===== src/rtl/proxy_reg_pkg.sv =====
package proxy_reg_pkg;

    // --------------------
    // Register bus
    // --------------------
    localparam int REG_ADDR_WID = 12;
    localparam int REG_DATA_WID = 32;

    // Region in the upper nibble, word offset below it
    localparam int REGION_MSB = 11;
    localparam int REGION_LSB = 8;
    localparam int OFFSET_MSB = 7;
    localparam int OFFSET_LSB = 2;

    // Cycles from request pulse to ack
    localparam int REG_ACK_LATENCY = 3;

    typedef struct packed {
        logic                    wr;
        logic                    rd;
        logic [REG_ADDR_WID-1:0] addr;
        logic [REG_DATA_WID-1:0] wdata;
    } reg_req_t;

    typedef struct packed {
        logic                    ack;
        logic                    error;
        logic [REG_DATA_WID-1:0] rdata;
    } reg_rsp_t;

    // --------------------
    // Address map
    // --------------------
    typedef enum logic [REGION_MSB-REGION_LSB:0] {
        REGION_INDIRECT = 4'd0,
        REGION_MEM      = 4'd1
    } region_e;

    typedef enum logic [OFFSET_MSB-OFFSET_LSB:0] {
        IND_TRIGGER = 6'd0,
        IND_STATUS  = 6'd1,
        IND_PRE_ID  = 6'd2,
        IND_POST_ID = 6'd3
    } ind_reg_e;

    typedef enum logic [OFFSET_MSB-OFFSET_LSB:0] {
        MEM_ADDR   = 6'd0,
        MEM_WDATA  = 6'd1,
        MEM_CMD    = 6'd2,
        MEM_RDATA  = 6'd3,
        MEM_STATUS = 6'd4
    } mem_reg_e;

    // Low bits of a MEM_CMD write
    typedef enum logic [1:0] {
        CMD_NOP   = 2'd0,
        CMD_READ  = 2'd1,
        CMD_WRITE = 2'd2
    } mem_cmd_e;

    // --------------------
    // Memory and identifiers
    // --------------------
    localparam int MEM_DEPTH    = 1024;
    localparam int MEM_ADDR_WID = $clog2(MEM_DEPTH);
    localparam int MEM_DATA_WID = 32;

    // " PRE" and "POST" in ASCII
    localparam logic [REG_DATA_WID-1:0] PRE_ID_WORD  = 32'h2050_5245;
    localparam logic [REG_DATA_WID-1:0] POST_ID_WORD = 32'h504F_5354;

endpackage : proxy_reg_pkg


===== src/rtl/proxy_mem_ctrl.sv =====
`timescale 1ns/100ps

module proxy_mem_ctrl import proxy_reg_pkg::*; (
    input  logic                    clk,
    input  logic                    srst,
    input  reg_req_t                i_req,
    output reg_rsp_t                o_rsp,
    output logic                    o_ram_en,
    output logic                    o_ram_we,
    output logic [MEM_ADDR_WID-1:0] o_ram_addr,
    output logic [MEM_DATA_WID-1:0] o_ram_wdata,
    input  logic [MEM_DATA_WID-1:0] i_ram_rdata
);
    typedef enum logic [2:0] {
        ST_FILL,
        ST_IDLE,
        ST_WRITE,
        ST_READ,
        ST_CAPTURE
    } state_e;

    state_e                  state;
    state_e                  state_nxt;
    mem_reg_e                offset;
    mem_cmd_e                cmd;
    logic                    cmd_wr;
    logic                    fill_done;
    logic                    busy;
    logic [MEM_ADDR_WID-1:0] fill_addr;
    logic [MEM_ADDR_WID-1:0] addr_q;
    logic [MEM_DATA_WID-1:0] wdata_q;
    logic [MEM_DATA_WID-1:0] rdata_q;
    logic [REG_DATA_WID-1:0] rd_data;
    logic                    access_err;
    reg_rsp_t                rsp_q;

    assign offset    = mem_reg_e'(i_req.addr[OFFSET_MSB:OFFSET_LSB]);
    assign cmd       = mem_cmd_e'(i_req.wdata[1:0]);
    assign cmd_wr    = i_req.wr && (offset == MEM_CMD);
    assign fill_done = state != ST_FILL;
    assign busy      = state inside {ST_WRITE, ST_READ, ST_CAPTURE};

    // --------------------
    // Command FSM
    // --------------------
    always_comb begin
        state_nxt = state;
        case (state)
            ST_FILL: begin
                if (fill_addr == MEM_ADDR_WID'(MEM_DEPTH - 1)) begin
                    state_nxt = ST_IDLE;
                end
            end
            ST_IDLE: begin
                if (cmd_wr && cmd == CMD_READ) begin
                    state_nxt = ST_READ;
                end else if (cmd_wr && cmd == CMD_WRITE) begin
                    state_nxt = ST_WRITE;
                end
            end
            ST_READ:  state_nxt = ST_CAPTURE;
            default:  state_nxt = ST_IDLE;
        endcase
    end

    always_ff @(posedge clk) begin
        if (srst) begin
            state     <= ST_FILL;
            fill_addr <= '0;
            addr_q    <= '0;
            wdata_q   <= '0;
            rdata_q   <= '0;
        end else begin
            state <= state_nxt;
            if (state == ST_FILL) begin
                fill_addr <= fill_addr + 1'b1;
            end
            if (i_req.wr && offset == MEM_ADDR) begin
                addr_q <= i_req.wdata[MEM_ADDR_WID-1:0];
            end
            if (i_req.wr && offset == MEM_WDATA) begin
                wdata_q <= i_req.wdata;
            end
            // RAM word arrives one cycle after ST_READ
            if (state == ST_CAPTURE) begin
                rdata_q <= i_ram_rdata;
            end
        end
    end

    // RAM port, zero fill after reset
    assign o_ram_en    = state inside {ST_FILL, ST_WRITE, ST_READ};
    assign o_ram_we    = state inside {ST_FILL, ST_WRITE};
    assign o_ram_addr  = fill_done ? addr_q : fill_addr;
    assign o_ram_wdata = fill_done ? wdata_q : '0;

    // --------------------
    // Register response
    // --------------------
    always_comb begin
        rd_data    = '0;
        access_err = 1'b0;
        case (offset)
            MEM_ADDR:  rd_data = REG_DATA_WID'(addr_q);
            MEM_WDATA: rd_data = wdata_q;
            // Refused while the fill runs
            MEM_CMD:   access_err = i_req.wr && !fill_done;
            MEM_RDATA: begin
                rd_data    = rdata_q;
                access_err = i_req.wr;
            end
            MEM_STATUS: begin
                rd_data    = REG_DATA_WID'({busy, fill_done});
                access_err = i_req.wr;
            end
            default: access_err = 1'b1;
        endcase
    end

    always_ff @(posedge clk) begin
        rsp_q.error <= access_err;
        rsp_q.rdata <= i_req.rd ? rd_data : '0;
        if (srst) begin
            rsp_q.ack <= 1'b0;
        end else begin
            rsp_q.ack <= i_req.wr || i_req.rd;
        end
    end

    assign o_rsp = rsp_q;

    // Host writes reach the RAM only right after a command write
    a_ram_we_src : assert property (@(posedge clk) disable iff (srst)
        o_ram_we |-> (state == ST_FILL) || (state == ST_WRITE && $past(cmd_wr)));

endmodule : proxy_mem_ctrl


===== config.mk =====
export PLATFORM = sky130hd
export DESIGN_NAME = proxy_mem_ctrl
export DESIGN_NICKNAME = d
export VERILOG_FILES = /design/src/rtl/proxy_reg_pkg.sv /design/src/rtl/proxy_mem_ctrl.sv
export SDC_FILE = /design/constraint.sdc
export NUM_CORES = 1
export LEC_CHECK = 0
export BUFFER_PORTS_ARGS = -buffer_cell sky130_fd_sc_hd__buf_2
export CAP_MARGIN = 20
export CORE_AREA = 2 2 103 105
export DETAILED_ROUTE_END_ITERATION = 8
export DIE_AREA = 0 0 105 107
export PLACE_DENSITY = 0.83
export SYNTH_ARGS = -nofsm -noshare
export SYNTH_HDL_FRONTEND = slang
export SYNTH_SLANG_ARGS = --single-unit

===== constraint.sdc =====
create_clock -name clk -period 1.95 [get_ports clk]
set_input_delay 0.39 -clock clk [delete_from_list [all_inputs] [get_ports clk]]
set_output_delay 0.39 -clock clk [all_outputs]
set_load 0.02 [all_outputs]

After elaboration in Yosys (flattened, before gate mapping):

Cells that the tools add are included.

* latch bits: 0
* memories kept: 0
* ROM bits: 0
* output and inout port bits: 78
* flip-flop bits (word level): 121
* bits of input ports: 80
* RAM bits: 0

* bitwise gates (word level): 0
* $add $sub $neg: 1
* equality and inequality tests: 13
* mux-type cells: 8
* reductions and logical operators: 17
* multipliers: 0
* order comparisons: 0
* div/mod/pow operators: 0
* shift-type cells: 0

Operators by type and width (number)
* $pmux W32 S4: 1
* $mux W32: 1
* $eq A6 B2 Y1 const B: 2
* $add A10 B1 Y10 const B: 1
* $eq A10 B10 Y1 const B: 1
* $mux W10: 1
* $mux W3: 3
* $pmux W3 S3: 1
* $reduce_bool A3 Y1: 3
* $eq A3 B2 Y1 const B: 2
* $eq A6 B1 Y1 const B: 1
* $eq A6 B3 Y1 const B: 1
* $logic_and A1 B1 Y1: 6
* $logic_not A6 Y1: 1
* $reduce_or A2 Y1: 2
* $eq A3 B1 Y1 const B: 1
* $eq A3 B3 Y1 const B: 1
* $logic_not A3 Y1: 1
* $ne A3 B3 Y1 const B: 1
* $pmux W1 S3: 1
* $eq A2 B1 Y1 const B: 1
* $eq A2 B2 Y1 const B: 1
* $ne A2 B2 Y1 const B: 1
* $reduce_and A2 Y1: 1
* other kinds (3): 3

Depth between registers and ports, before layout:

* depth in word-level cells: 6
* gate-level depth with buffers: 7

Worst setup path after synthesis:

No wires, ideal clock.

* path type: reg2out
* start point: register state[2]
* end point: output port o_ram_addr[0]
* required time: 1.560 ns
* buffers on the path: 2
* slack: 0.165 ns
* stages on the path, launching flop included: 6
* arrival: 1.395 ns
* path through: dfxtp_1 -> buf_2 -> nor3_2 -> clkbuf_1 -> nand2_1 -> nand2_1

* cells in the longest elaborated chain, start to end: 2

Ends and longest elaborated chain
* start, declared: RTL line proxy_mem_ctrl.sv:22 `state_e state;`
* start signal, assigned: RTL line proxy_mem_ctrl.sv:74 `state <= state_nxt;`
* $reduce_bool A3 Y1: RTL line proxy_mem_ctrl.sv:40 `assign fill_done = state != ST_FILL;`
* $mux W10: RTL line proxy_mem_ctrl.sv:94 `assign o_ram_addr = fill_done ? addr_q : fill_addr;`
* end, declared: RTL line proxy_mem_ctrl.sv:10 `output logic [MEM_ADDR_WID-1:0] o_ram_addr,`

Every way passes these cells.

Final worst setup path:

* start point: register state[0]
* end point: output port o_ram_wdata[10]

* cells in the longest elaborated chain, start to end: 2

Ends and longest elaborated chain
* $reduce_bool A3 Y1: RTL line proxy_mem_ctrl.sv:40
* $mux W32: RTL line proxy_mem_ctrl.sv:95 `assign o_ram_wdata = fill_done ? wdata_q : '0;`
* end, declared: RTL line proxy_mem_ctrl.sv:11 `output logic [MEM_DATA_WID-1:0] o_ram_wdata,`

Every way passes these cells.

==> results <==
- The half-perimeter wire length after detailed placement is 9.27 mm.
- After the last flow step, the layout net total stands at 829.
- The depth of the worst register-to-register path is 6.
- Ranked by total cell area, the synthesized netlist is headed by sky130_fd_sc_hd__dfxtp_1 49%, sky130_fd_sc_hd__nand2_1 13%, sky130_fd_sc_hd__mux2i_1 8.0%.
- The cell area that synthesis handed to floorplanning was 4980 um^2.
- Among all cell types in the netlist, the one instantiated most often is sky130_fd_sc_hd__nand2_1.
- The starting density of the core is 49.3%.
- The die is 105 um wide.
- The wire length per cell after detailed routing is 15.5 um.
- The post-layout instance area is 6550 um^2.
- After synthesis, the largest area contributor takes up 48.7% of total cell area.
- 0 antenna diodes ended up in the layout.
- When the netlist entered floorplanning its net count stood at 679.
- The initialized floorplan defines 37 standard-cell rows.
- The worst setup slack after layout is -0.216 ns.
- The async set-reset flop share out of synthesis is 0%.
- After Yosys synthesis, and, or, nand and nor cells account for 26.5% of the synthesized area.
- Yosys printed 0 warnings.
- The pin slew with the least headroom to its limit is 0.441 ns.
- The final period demand of the worst path is 2.17 ns.
- The final hold slack is 0.118 ns.
- After detailed routing, the number of remaining DRC violations is 0.
- The placeable core region is 10100 um^2.
- For this design the static power due to leakage is 2.84 nW.
- The root buffer cell chosen for the clock tree is sky130_fd_sc_hd__clkbuf_8.
- Clock latency on the worst-skew pair, taken at its later pin, is 0.51 ns.
- The highest ir drop seen on vdd is 0.000525 V.
- Of all nets on the critical path, the largest fanout is 24.
- The sequential area share after synthesis is 48.7%.
- The count of fill cells added during filler insertion is 870.
- The initial antenna violation count came to 0.
- The total overflow left after global routing is 0.
- For this design the ratio of total power to cell area is 863 nW/um^2.
- The synthesis-to-finish area growth is 31.6%.
- Dividing the synthesized area by the synthesized cell count gives 8.32 um^2.
- In the synthesized netlist the dominant register cell turns out to be sky130_fd_sc_hd__dfxtp_1.
- The number of endpoints failing setup at the final stage is 42.
- The final route contains 4669 vias.
- The worst reg-to-reg setup slack is 0.31 ns.
- Based on the critical path, the design can be clocked at up to 462 MHz.
- The number of pins with negative max-slew slack in the final report was 0.
- The element type at the critical path end is a primary output.
- The startpoint type of the worst setup path is a flip-flop.
- The worst register-to-register path ends at o_rsp[1]$_SDFF_PN0_.
- For this run, the total global-route usage over all layers was measured as 24.8%.
- At the end of routability-driven placement, the weighted congestion stood at 0.862.
- The wire length after detailed routing is 13.9 mm.
- TritonCTS built the clock tree.
- Across the run, the number of max-cap violations was 0.
- Of the total synthesized cell area, the portion taken by XOR and XNOR cells is 1.76%.
- The path class of the tightest hold or removal check is input pin to flip-flop.
- Setup repair after global routing could not meet its margin everywhere.
- The worst hold path passes through 3 cells.
- The compound-cell area share of the yosys netlist is 10.1%.
- The beginning of the worst register-to-register path is state[0]$_SDFFE_PP0P_.
- The worst hold path startpoint is i_ram_rdata[20].
- The placed instances occupy a cell area of 5870 um^2.
- The post-detailed-route count of antenna-violating nets is 0.
- The count of port buffers added during placement is 151.
- The ratio of final minimum period to clock period is 111%.
- In this run, post-CTS hold repair placed 0 buffers.
- The count of state elements after synthesis is 121.
- The synthesized design contains 0 enable-type register cells.
- Cells with a size suffix above 1 make up 31.0% of the layout.
- The via count of the first global-routing pass is 4581.
- The die covers 11200 um^2.
- The vertical die dimension is 107 um.
- The average via count per standard cell is 5.21.
- The buffer depth of the longest clock path is 2.
- In this run, the number of DRC markers left after iteration 0 of detailed routing was 244.
- The number of hold violations in the final report is 0.
- After synthesis, the share of cell area in mux cells is 8.50%.
- The H-tree was split into 4 levels.
- The worst clock skew on the final layout is 0.0139 ns.
- The checks that failed: negative setup slack.
- The number of clock sinks seen by CTS is 121.
- The arrival time at the worst endpoint is 1.78 ns.
- The type of the worst setup path is flip-flop to primary output.
- Summing the areas of all fa, ha and maj instances in the mapped netlist gives 0.251% of the synthesized area.
- The pin count of the biggest net entering global routing is 62.
- The end point of the most critical hold path is rdata_q[20]$_SDFFE_PP0P_.
- The cell count after synthesis came out at 598.
- The number of search-and-repair iterations in the first detailed-routing pass is 5.
- Overall power consumption after layout is estimated at 0.00565 W.
- The main combinational cell family by area after synthesis is simple AND/OR/NAND/NOR gates.
- For this design the top-level I/O count stands at 158.
- The run finished, with violations left.
- The count of non-filler cells in the finished layout is 897.
- By count the netlist is led by 166 x sky130_fd_sc_hd__nand2_1, 121 x sky130_fd_sc_hd__dfxtp_1, 65 x sky130_fd_sc_hd__nor2_1.
- The first global-routing pass estimated 21.9 mm of wire.
- The cell total after placement is 860.
- The register clock-pin slew on the reported worst setup and hold paths is 0.06 ns.
- The biggest area consumer among synthesized cells is sky130_fd_sc_hd__dfxtp_1.
- After synthesis, the netlist uses 35 different library cells.
- Buffers inserted during clock tree synthesis total 17.
- The worst slew margin relative to its limit is 70.6%.
- The required time reported for the critical path endpoint is 1.56 ns.
[critical path, cell delays in order, from the launching register on]
cell and delay [ns]:
sky130_fd_sc_hd__dfxtp_2 0.32, sky130_fd_sc_hd__or3_4 0.43, sky130_fd_sc_hd__buf_12 0.18, sky130_fd_sc_hd__and2_1 0.18, sky130_fd_sc_hd__buf_2 0.16
[layer usage]
layer / share of wire [%] / global-route usage (%) / wire length [um]
met1: 42 / 29.7 / 5860
met2: 48 / 41.8 / 6680
met3: 7.7 / 7.29 / 1070
met4: 2.0 / 10.0 / 281
met5: 0 / 0 / 0
[cell families (layout without fill, tap and decap cells)]
| logic type | Yosys count | after routing |
|---|---|---|
| fa+ha+maj | 1 | 1 |
| compound gates | 83 | 83 |
| buf+inv | 44 | 207 |
| simple gates | 297 | 297 |
| mux | 42 | 42 |
| flops | 121 | 121 |
| xor+xnor | 10 | 10 |
[how the worst max path moves through the flow]
| stage | cells after the start | end | from | slack, ns |
|---|---|---|---|---|
| after floorplan | 5 | o_ram_addr[0] | state[2]$_SDFFE_PP0P_ | 0.16 |
| after global placement | 6 | wdata_q[1]$_SDFFE_PP0P_ | i_req[36] | 0.19 |
| after detailed placement | 6 | wdata_q[3]$_SDFFE_PP0P_ | i_req[36] | 0.15 |
| after CTS | 4 | o_ram_wdata[10] | state[0]$_SDFFE_PP0P_ | -0.22 |
| after global routing | 4 | o_ram_wdata[13] | state[0]$_SDFFE_PP0P_ | -0.26 |
| final | 4 | o_ram_wdata[10] | state[0]$_SDFFE_PP0P_ | -0.22 |
[layout make-up]
cell class	instances	area (um^2)	area share (%)
flip-flops and latches	121	2420	37.0
multi-input cells	433	2360	36.0
repair buffers	174	1020	15.7
clock buffers	22	473	7.22
well taps	136	170	2.60
clock inverters	10	93.8	1.43
inverters	1	3.75	0.0573
[metrics by stage]
step	setup TNS, ns	utilization, %	setup WS (ns)
2_1_floorplan	0	-	0.165
3_3_place_gp	0	58.2	0.191
3_5_place_dp	0	58.2	0.151
4_1_cts	-8.28	64.3	-0.224
5_1_grt	-9.89	64.9	-0.262
6_report	-7.68	64.9	-0.216
[registers in the layout, indices dropped and copies added (netlist names)]
name and cells:
wdata_q 32, rdata_q 32, addr_q 10, fill_addr 10, o_rsp 34, state 3
[cells in the final DEF, fill, tap and decap left out, types with 2 or more instances in the layout]
| master | count |
|---|---|
| sky130_fd_sc_hd__nand2_1 | 166 |
| sky130_fd_sc_hd__buf_2 | 143 |
| sky130_fd_sc_hd__dfxtp_1 | 120 |
| sky130_fd_sc_hd__nor2_1 | 65 |
| sky130_fd_sc_hd__a21oi_1 | 57 |
| sky130_fd_sc_hd__mux2i_1 | 40 |
| sky130_fd_sc_hd__and2_1 | 32 |
| sky130_fd_sc_hd__buf_4 | 22 |
| sky130_fd_sc_hd__a21oi_2 | 19 |
| sky130_fd_sc_hd__clkbuf_16 | 16 |
| sky130_fd_sc_hd__nand4_1 | 6 |
| sky130_fd_sc_hd__nand3_1 | 6 |
| sky130_fd_sc_hd__xnor2_1 | 5 |
| sky130_fd_sc_hd__xor2_1 | 5 |
| sky130_fd_sc_hd__clkbuf_8 | 5 |
| sky130_fd_sc_hd__buf_6 | 5 |
| sky130_fd_sc_hd__nor3_1 | 3 |
| sky130_fd_sc_hd__o211ai_1 | 3 |
| sky130_fd_sc_hd__nor2b_1 | 3 |
| sky130_fd_sc_hd__clkinv_2 | 3 |
| sky130_fd_sc_hd__clkinvlp_4 | 3 |
| sky130_fd_sc_hd__clkinv_4 | 3 |
| sky130_fd_sc_hd__buf_12 | 3 |
| sky130_fd_sc_hd__and2_4 | 2 |
| sky130_fd_sc_hd__nor4_4 | 2 |
| sky130_fd_sc_hd__or3b_2 | 2 |
| sky130_fd_sc_hd__mux2_2 | 2 |
| sky130_fd_sc_hd__nor4_1 | 2 |
| sky130_fd_sc_hd__and3_1 | 2 |
[power breakdown]
part | switching [W] | leakage, nW | internal (W)
Combinational | 0.000143 | 1.59 | 0.000102
Clock | 0.00109 | 0.273 | 0.00182
Sequential | 0.0000120 | 0.976 | 0.00248
[what timing repair did]
action                     in CTS  in global routing
hold endpoints to repair        0                  0
setup endpoints to repair      42                 42
buffers inserted                0                  4
gates resized for setup         7                 10
gates cloned                    1                  0
pin swaps                       1                  2
No activity file was read; power rests on OpenSTA's default activity.
